File: config.mk
export PLATFORM = sky130hd
export DESIGN_NAME = flow_fork_top
export DESIGN_NICKNAME = d
export VERILOG_FILES = /design/src/hdl/flow_pkg.sv /design/src/hdl/flow_ifs.sv /design/src/hdl/flow_fork_select.sv /design/src/hdl/flow_lane.sv /design/src/hdl/flow_merge_rr.sv /design/src/hdl/flow_fork_top.sv
export SDC_FILE = /design/constraint.sdc
export NUM_CORES = 1
export LEC_CHECK = 0
export BUFFER_PORTS_ARGS = -buffer_cell sky130_fd_sc_hd__buf_2
export CAP_MARGIN = 10
export CORE_MARGIN = 8
export CORE_UTILIZATION = 56
export DETAILED_ROUTE_END_ITERATION = 8
export PLACE_DENSITY = 0.77
export RECOVER_POWER = 100
export REMOVE_ABC_BUFFERS = 1
export SKIP_CTS_REPAIR_TIMING = 1
export SYNTH_ARGS = -nofsm -noshare
export SYNTH_HDL_FRONTEND = slang
export SYNTH_HIERARCHICAL = 1
export SYNTH_SLANG_ARGS = --single-unit
File: constraint.sdc
create_clock -name clk -period 4.6 [get_ports clk]
set_input_delay 0.46 -clock clk [delete_from_list [all_inputs] [get_ports clk]]
set_output_delay 0.46 -clock clk [all_outputs]
set_load 0.02 [all_outputs]
File: src/hdl/flow_pkg.sv
package flow_pkg;

  // --------------------------------------------------------------------------
  // Widths
  // --------------------------------------------------------------------------

  // Data word carried on the push side
  localparam int WordWidth = 16;
  // Result word produced by a lane
  localparam int ResultWidth = 16;

  // --------------------------------------------------------------------------
  // Encodings
  // --------------------------------------------------------------------------

  // Operation applied by a lane to its word
  typedef enum logic [1:0] {
    op_add  = 2'd0,
    op_xor  = 2'd1,
    op_swap = 2'd2,
    op_popc = 2'd3
  } op_t;

  // Lane identity, also the output tag
  typedef enum logic {
    lane_0 = 1'b0,
    lane_1 = 1'b1
  } lane_t;

  // Result of one opcode on one word
  function automatic logic [ResultWidth-1:0] apply_op(op_t op, logic [WordWidth-1:0] word);
    logic [7:0] hi;
    logic [7:0] lo;
    logic [ResultWidth-1:0] res;
    hi  = word[15:8];
    lo  = word[7:0];
    res = '0;
    case (op)
      // Byte sum, carry lands in bit 8
      op_add: res = ResultWidth'(hi) + ResultWidth'(lo);
      op_xor: res = ResultWidth'(hi ^ lo);
      op_swap: res = {lo, hi};
      // Ones count over the full word
      op_popc: begin
        for (int i = 0; i < WordWidth; i++) begin
          res = res + ResultWidth'(word[i]);
        end
      end
      default: res = '0;
    endcase
    return res;
  endfunction

endpackage

File: src/hdl/flow_ifs.sv
`timescale 1ns/100ps

// --------------------------------------------------------------------------
// Item stream from the fork into one lane
// --------------------------------------------------------------------------
interface flow_if #(
  parameter int WordWidth = flow_pkg::WordWidth
);
  import flow_pkg::*;

  // Handshake
  logic valid;
  logic ready;
  // Payload
  op_t op;
  logic [WordWidth-1:0] data;

  // Fork side drives valid and payload
  modport src (
    output valid,
    output op,
    output data,
    input  ready
  );

  // Lane side answers with ready
  modport snk (
    input  valid,
    input  op,
    input  data,
    output ready
  );

endinterface

// --------------------------------------------------------------------------
// Result stream from one lane into the merge
// --------------------------------------------------------------------------
interface result_if;
  import flow_pkg::*;

  logic valid;
  logic ready;
  lane_t lane;
  logic [ResultWidth-1:0] result;

  modport src (
    output valid,
    output lane,
    output result,
    input  ready
  );

  modport snk (
    input  valid,
    input  lane,
    input  result,
    output ready
  );

endinterface

File: src/hdl/flow_fork_select.sv
`timescale 1ns/100ps

module flow_fork_select #(
  parameter int WordWidth = flow_pkg::WordWidth
) (
  input  logic                 push_valid,
  input  logic [1:0]           push_select,
  output logic                 push_ready,
  flow_if.src                  lane_a,
  flow_if.src                  lane_b,
  input  flow_pkg::op_t        push_op,
  input  logic [WordWidth-1:0] push_data
);

  // --------------------------------------------------------------------------
  // Flow control
  // --------------------------------------------------------------------------

  // Select bits qualified by push_valid
  logic [1:0] push_valid_multihot;
  // Lane readies and valids as vectors, bit 0 is lane a
  logic [1:0] pop_ready;
  logic [1:0] pop_valid;

  // Forces lane valids to 0 when push_valid is low and select is unknown
  assign push_valid_multihot = push_valid ? push_select : 2'b00;

  assign pop_ready = {lane_b.ready, lane_a.ready};

  // Push completes only if every selected lane can take the item now
  always_comb begin
    push_ready = 1'b1;
    for (int i = 0; i < 2; i++) begin
      push_ready &= push_valid_multihot[i] ? pop_ready[i] : 1'b1;
    end
  end

  // A lane sees valid only while the other selected lane is ready too
  // These valids can fall without a transfer when the other ready drops
  always_comb begin
    pop_valid[0] = push_valid_multihot[0] && (!push_valid_multihot[1] || pop_ready[1]);
    pop_valid[1] = push_valid_multihot[1] && (!push_valid_multihot[0] || pop_ready[0]);
  end

  assign lane_a.valid = pop_valid[0];
  assign lane_b.valid = pop_valid[1];

  // --------------------------------------------------------------------------
  // Payload fan-out
  // --------------------------------------------------------------------------

  // Same item to both lanes, valid decides who takes it
  assign lane_a.op   = push_op;
  assign lane_a.data = push_data;
  assign lane_b.op   = push_op;
  assign lane_b.data = push_data;

endmodule

File: src/hdl/flow_lane.sv
`timescale 1ns/100ps

module flow_lane #(
  parameter flow_pkg::lane_t LaneId     = flow_pkg::lane_0,
  parameter int              QueueDepth = 2,
  parameter int              WordWidth  = flow_pkg::WordWidth
) (
  input logic clk,
  input logic reset,
  flow_if.snk push,
  result_if.src pop
);
  import flow_pkg::*;

  // Pointer at least one bit wide, also for a single entry
  localparam int PtrWidth   = (QueueDepth > 1) ? $clog2(QueueDepth) : 1;
  localparam int CountWidth = $clog2(QueueDepth + 1);

  // --------------------------------------------------------------------------
  // Queue storage and control
  // --------------------------------------------------------------------------

  op_t                  q_op   [QueueDepth];
  logic [WordWidth-1:0] q_data [QueueDepth];

  logic [PtrWidth-1:0]   rd_ptr;
  logic [PtrWidth-1:0]   wr_ptr;
  logic [CountWidth-1:0] count;

  logic queue_empty;
  logic queue_full;
  logic push_fire;
  logic pop_fire;

  // Head of the queue, or the incoming item when the queue is empty
  op_t                  head_op;
  logic [WordWidth-1:0] head_data;
  logic                 head_avail;

  // Output stage moves
  logic load;
  logic bypass;
  logic q_wr;
  logic q_rd;

  // Output register
  logic                   out_valid_q;
  logic [ResultWidth-1:0] out_result_q;

  // Next pointer with wrap for any depth
  function automatic logic [PtrWidth-1:0] ptr_inc(logic [PtrWidth-1:0] ptr);
    if (ptr == PtrWidth'(QueueDepth - 1)) begin
      return '0;
    end
    return ptr + 1'b1;
  endfunction

  assign queue_empty = (count == '0);
  assign queue_full  = (count == CountWidth'(QueueDepth));

  // Ready comes only from the queue fill level
  assign push.ready = !queue_full;
  assign push_fire  = push.valid && push.ready;
  assign pop_fire   = out_valid_q && pop.ready;

  always_comb begin
    head_op    = queue_empty ? push.op : q_op[rd_ptr];
    head_data  = queue_empty ? push.data : q_data[rd_ptr];
    head_avail = !queue_empty || push.valid;
  end

  // Output register takes a new entry when empty or draining this cycle
  assign load   = head_avail && (!out_valid_q || pop.ready);
  // Empty queue lets the pushed item go straight to the output register
  assign bypass = queue_empty && load;
  assign q_wr   = push_fire && !bypass;
  assign q_rd   = load && !queue_empty;

  always_ff @(posedge clk) begin
    if (reset) begin
      rd_ptr <= '0;
      wr_ptr <= '0;
      count  <= '0;
    end else begin
      if (q_wr) begin
        wr_ptr <= ptr_inc(wr_ptr);
      end
      if (q_rd) begin
        rd_ptr <= ptr_inc(rd_ptr);
      end
      count <= count + CountWidth'(q_wr) - CountWidth'(q_rd);
    end
  end

  // Entry storage
  always_ff @(posedge clk) begin
    if (q_wr) begin
      q_op[wr_ptr]   <= push.op;
      q_data[wr_ptr] <= push.data;
    end
  end

  // --------------------------------------------------------------------------
  // Result stage
  // --------------------------------------------------------------------------

  always_ff @(posedge clk) begin
    if (reset) begin
      out_valid_q <= 1'b0;
    end else if (load) begin
      out_valid_q <= 1'b1;
    end else if (pop_fire) begin
      out_valid_q <= 1'b0;
    end
  end

  // Opcode evaluated on entry, so a stalled result holds still
  always_ff @(posedge clk) begin
    if (load) begin
      out_result_q <= apply_op(head_op, head_data);
    end
  end

  assign pop.valid  = out_valid_q;
  assign pop.lane   = LaneId;
  assign pop.result = out_result_q;

endmodule

File: src/hdl/flow_merge_rr.sv
`timescale 1ns/100ps

module flow_merge_rr (
  input  logic                             clk,
  input  logic                             reset,
  result_if.snk                            in_a,
  result_if.snk                            in_b,
  output logic                             out_valid,
  output flow_pkg::lane_t                  out_lane,
  output logic [flow_pkg::ResultWidth-1:0] out_result,
  input  logic                             out_ready
);
  import flow_pkg::*;

  // --------------------------------------------------------------------------
  // Arbitration
  // --------------------------------------------------------------------------

  // Lane preferred when both inputs are valid
  lane_t prio;

  // Output register is empty or drains this cycle
  logic out_free;
  logic take_a;
  logic take_b;

  // Output register
  logic                   out_valid_q;
  lane_t                  out_lane_q;
  logic [ResultWidth-1:0] out_result_q;

  assign out_free = !out_valid_q || out_ready;

  // An input is ready when it holds priority or the other side is idle
  // Never both taken in one cycle since the other side must be idle then
  assign in_a.ready = out_free && ((prio == lane_0) || !in_b.valid);
  assign in_b.ready = out_free && ((prio == lane_1) || !in_a.valid);

  assign take_a = in_a.valid && in_a.ready;
  assign take_b = in_b.valid && in_b.ready;

  // Pointer moves only on a grant, away from the lane just served
  always_ff @(posedge clk) begin
    if (reset) begin
      prio <= lane_0;
    end else if (take_a) begin
      prio <= lane_1;
    end else if (take_b) begin
      prio <= lane_0;
    end
  end

  // --------------------------------------------------------------------------
  // Output stage
  // --------------------------------------------------------------------------

  always_ff @(posedge clk) begin
    if (reset) begin
      out_valid_q <= 1'b0;
    end else if (take_a || take_b) begin
      out_valid_q <= 1'b1;
    end else if (out_ready) begin
      out_valid_q <= 1'b0;
    end
  end

  // Winner payload, held while out_ready is low
  always_ff @(posedge clk) begin
    if (take_a) begin
      out_lane_q   <= in_a.lane;
      out_result_q <= in_a.result;
    end else if (take_b) begin
      out_lane_q   <= in_b.lane;
      out_result_q <= in_b.result;
    end
  end

  assign out_valid  = out_valid_q;
  assign out_lane   = out_lane_q;
  assign out_result = out_result_q;

endmodule

File: src/hdl/flow_fork_top.sv
`timescale 1ns/100ps

module flow_fork_top #(
  parameter int WordWidth  = flow_pkg::WordWidth,
  parameter int QueueDepth = 2
) (
  input  logic                             clk,
  input  logic                             reset,
  // Push side
  input  logic                             push_valid,
  output logic                             push_ready,
  input  flow_pkg::op_t                    push_op,
  input  logic [1:0]                       push_select,
  input  logic [WordWidth-1:0]             push_data,
  // Merged output side
  output logic                             out_valid,
  input  logic                             out_ready,
  output flow_pkg::lane_t                  out_lane,
  output logic [flow_pkg::ResultWidth-1:0] out_result
);
  import flow_pkg::*;

  // --------------------------------------------------------------------------
  // Internal streams
  // --------------------------------------------------------------------------

  // Fork to lanes
  flow_if #(.WordWidth(WordWidth)) lane_0_in ();
  flow_if #(.WordWidth(WordWidth)) lane_1_in ();

  // Lanes to merge
  result_if lane_0_res ();
  result_if lane_1_res ();

  // --------------------------------------------------------------------------
  // Blocks
  // --------------------------------------------------------------------------

  // Stateless multicast of each push item
  flow_fork_select #(
    .WordWidth(WordWidth)
  ) u_fork (
    .push_valid  (push_valid),
    .push_select (push_select),
    .push_ready  (push_ready),
    .lane_a      (lane_0_in),
    .lane_b      (lane_1_in),
    .push_op     (push_op),
    .push_data   (push_data)
  );

  flow_lane #(
    .LaneId     (lane_0),
    .QueueDepth (QueueDepth),
    .WordWidth  (WordWidth)
  ) u_lane_0 (
    .clk   (clk),
    .reset (reset),
    .push  (lane_0_in),
    .pop   (lane_0_res)
  );

  flow_lane #(
    .LaneId     (lane_1),
    .QueueDepth (QueueDepth),
    .WordWidth  (WordWidth)
  ) u_lane_1 (
    .clk   (clk),
    .reset (reset),
    .push  (lane_1_in),
    .pop   (lane_1_res)
  );

  // Round-robin join back to one stream
  flow_merge_rr u_merge (
    .clk        (clk),
    .reset      (reset),
    .in_a       (lane_0_res),
    .in_b       (lane_1_res),
    .out_valid  (out_valid),
    .out_lane   (out_lane),
    .out_result (out_result),
    .out_ready  (out_ready)
  );

endmodule

==> summary.txt <==
Ys Warns: 6
busiest grt layer: met2
# DRC: 0
max-slew violation count: 0
Cells after Synth: 609
HPWL after detailed placement: 11100 um
initial antenna violation count: 0
Worst-path clk slew: 60 ps
DIE HEIGHT: 131 um
R2R setup slack: 140 ps
Starting Density: 56.7%
hold path start: out_ready
Worst R2R Start: u_lane_0/count[0]
clock skew: 10.8 ps
share of layout cells above drive strength 1: 15.1%
Yosys cell types: 51
Hold Fails Final Rpt: 0
gr usage total: 18.0%
reg2reg end: u_lane_0/pop.result[1]
status: completed
wire per inst: 18.2 um
buffers added on ports: 42
post-synth top area share: 48.7%
clock tree from TritonCTS: built
CP top delay family: adder cells
P&R area growth vs syn: 11.3%
adder-cell share of the synthesized area: 10.9%
CP Data Required Time: 4750 ps
CTS H-tree lvls: 4
mux contribution to synthesized area: 9.47%
TritonRoute pass-1 iters: 5
Post-Synth XOR/XNOR Area: 2.58%
WS Path Type: register to register
Initial DRC Count: 343
Vias/cell: 5.42
top cells by area, synth: edfxtp_1 49%, fa_1 5.9%, mux2i_1 5.2%
CTS max path bufs: 2
Slew HR: 24.5%
min Tclk post-route: 4460 ps
Synth area leader: edfxtp_1
GP Congestion: 0.917
fin nets: 733
largest net degree at the start of global routing: 37
CP peak stage delay: 540 ps
via count: 4588
Ant. Diodes: 0
fin util: 63.2%
Hold Crit Class: input port to register
GRT overflow: 0
Die ar.: 17300 um2
Clock Sinks: 135
Clock Tree Root: clkbuf_16
WL final: 15400 um
worst path bufs/invs: 4
register area share after synthesis: 52.5%
CP max-delay cell: fa_1
measured slew at the worst slew-check pin: 1130 ps
Worst path most repeated cell: fa_1
Final setup viols: 0
RSZ-0062 raised after global routing: false
Core Area: 13100 um2
Post-DRT Antenna Nets: 0
Yosys reg bits: 135
Crit Path Max Fanout: 33
M2 GR Usage: 29.0%
IO Pins: 43
CP Launch Type: register
Simple-Gate Fraction of Synth Area: 8.17%
GR Layer Usage met3: 4.76%
reg2reg path depth: 16
vias in the first global route: 4683
CTS Buf Count: 17
Compound-Gate Fraction of Synth Area: 8.29%
achievable frequency: 224 MHz
crit path cell chain: nor2_2 > buf_12 > nand2_1 > o21ai_1 > inv_1 > fa_1 > fa_1 > fa_1 > fa_1 > inv_1 > ha_1 > inv_1 > fa_2 > nor2_1 > a211oi_1 > a21oi_1
Tcrit/Tclk final: 96.9%
num rows: 42
clk_lat worst skew: 430 ps
largest family of logic cells by synthesized area: adder cells
max capacitance violation total: 0
CP arrival: 4610 ps
syn avg cell area: 12.2 um2
synthesized area: 7450 um2
WHS Path Cells: 3
hold endpoint: u_merge/out_valid
Setup crit end kind: register
met1 GRT Util: 22.0%
global-route wire length before repair: 24100 um
Die X: 131 um
through the flow:
step / hold WS [ps] / setup TNS, ps / cells / setup slack (ps) / area (um2)
floorplan: 481 / -1580 / 556 / -459 / 7050
global placement: 495 / 0 / 804 / 243 / 7760
detailed placement: 519 / 0 / 804 / 79.3 / 7760
CTS: 300 / 0 / 836 / 54.2 / 8320
global route: 356 / 0 / 846 / 4.86 / 8300
finish: 359 / 0 / 846 / 141 / 8300
worst max-delay path by stage:
stage	from	endpoint	slack [ps]	cells past startpoint
final	u_lane_0/count[0]	u_lane_0/pop.result[1]	140	16
after global routing	register	u_lane_1/pop.result[4]	5	18
after CTS	u_lane_0/count[0]	u_lane_0/pop.result[2]	50	16
after detailed placement	register	u_lane_0/pop.result[2]	80	16
after global placement	register	u_lane_0/pop.result[2]	240	16
after floorplan	u_lane_0/count[1]	u_lane_0/pop.result[2]	-460	15
worst register-to-register path: cells and delay by family (launching register included):
family / cells / cell delay, ps
AND/OR/NAND/NOR: 3 / 270
flip-flops: 1 / 350
AO/OA/AOI/OAI: 3 / 510
buffers and inverters: 4 / 470
adder cells (fa/ha/maj): 6 / 2600
metal layers:
| metal | up-vias | part of all wire (%) |
|---|---|---|
| met5 | - | 0 |
| met4 | 0 | 2.5 |
| met3 | 29 | 6.3 |
| met2 | 151 | 48 |
| met1 | 2204 | 43 |
| li1 | 2204 | - |
registers in the layout, summed over array words and instances (netlist names), 2 cells and up, named ones only:
name / flops
u_lane_0/q_op: 4
u_lane_1/pop.result: 16
u_lane_0/pop.result: 16
u_lane_0/count: 2
u_lane_1/count: 2
u_lane_1/q_op: 4
u_lane_0/q_data: 32
u_merge/out_result: 16
u_lane_1/q_data: 32
cell families (layout without fill, tap and decap cells):
logic type / count (synthesis) / in the layout
compound gates: 108 / 108
xor+xnor: 22 / 22
fa+ha+maj: 52 / 52
buf+inv: 104 / 165
flops: 135 / 135
mux: 61 / 61
other cells: 2 / 2
simple gates: 125 / 125
area by class of cell:
class                           count  area [um2]
Fill cell                        1034        4840
Tap cell                          176         220
Clock inverter                     14         126
Multi-Input combinational cell    370        2930
Inverter                           51         191
Timing Repair Buffer               82         480
Sequential cell                   135        3920
Clock buffer                       18         429
synth_stat cells (all sizes together):
master,number
edfxtp,121
nor2,57
buf,51
inv,51
a21oi,43
mux2i,41
nand2,35
o21ai,35
ha,30
fa,22
mux2,20
xnor2,15
dfxtp,14
nor2b,11
a21o,7
xor2,7
a211oi,6
nand2b,6
nor3,6
o21a,4
a22o,3
o211ai,3
o22ai,3
a31oi,2
and2b,2
clkbuf,2
conb,2
nand3,2
nand3b,2
a22oi,1
a31o,1
and2,1
and3,1
nand4,1
or2,1
cell usage in the layout (no fill, tap or decap), types with 8 or more instances in the layout:
cell type and n:
o21ai_0 25, edfxtp_1 121, buf_4 26, a21oi_1 38, ha_1 30, inv_1 51
nor2_1 54, nor2b_1 8, clkbuf_16 17, xnor2_1 15, mux2_1 11, clkbuf_1 47
dfxtp_1 11, fa_1 21, mux2_2 8, o21ai_1 9, mux2i_1 38, nand2_1 34
Power is not shown: default switching activity piles up to over one toggle a cycle in this logic, so the estimate is an artifact.
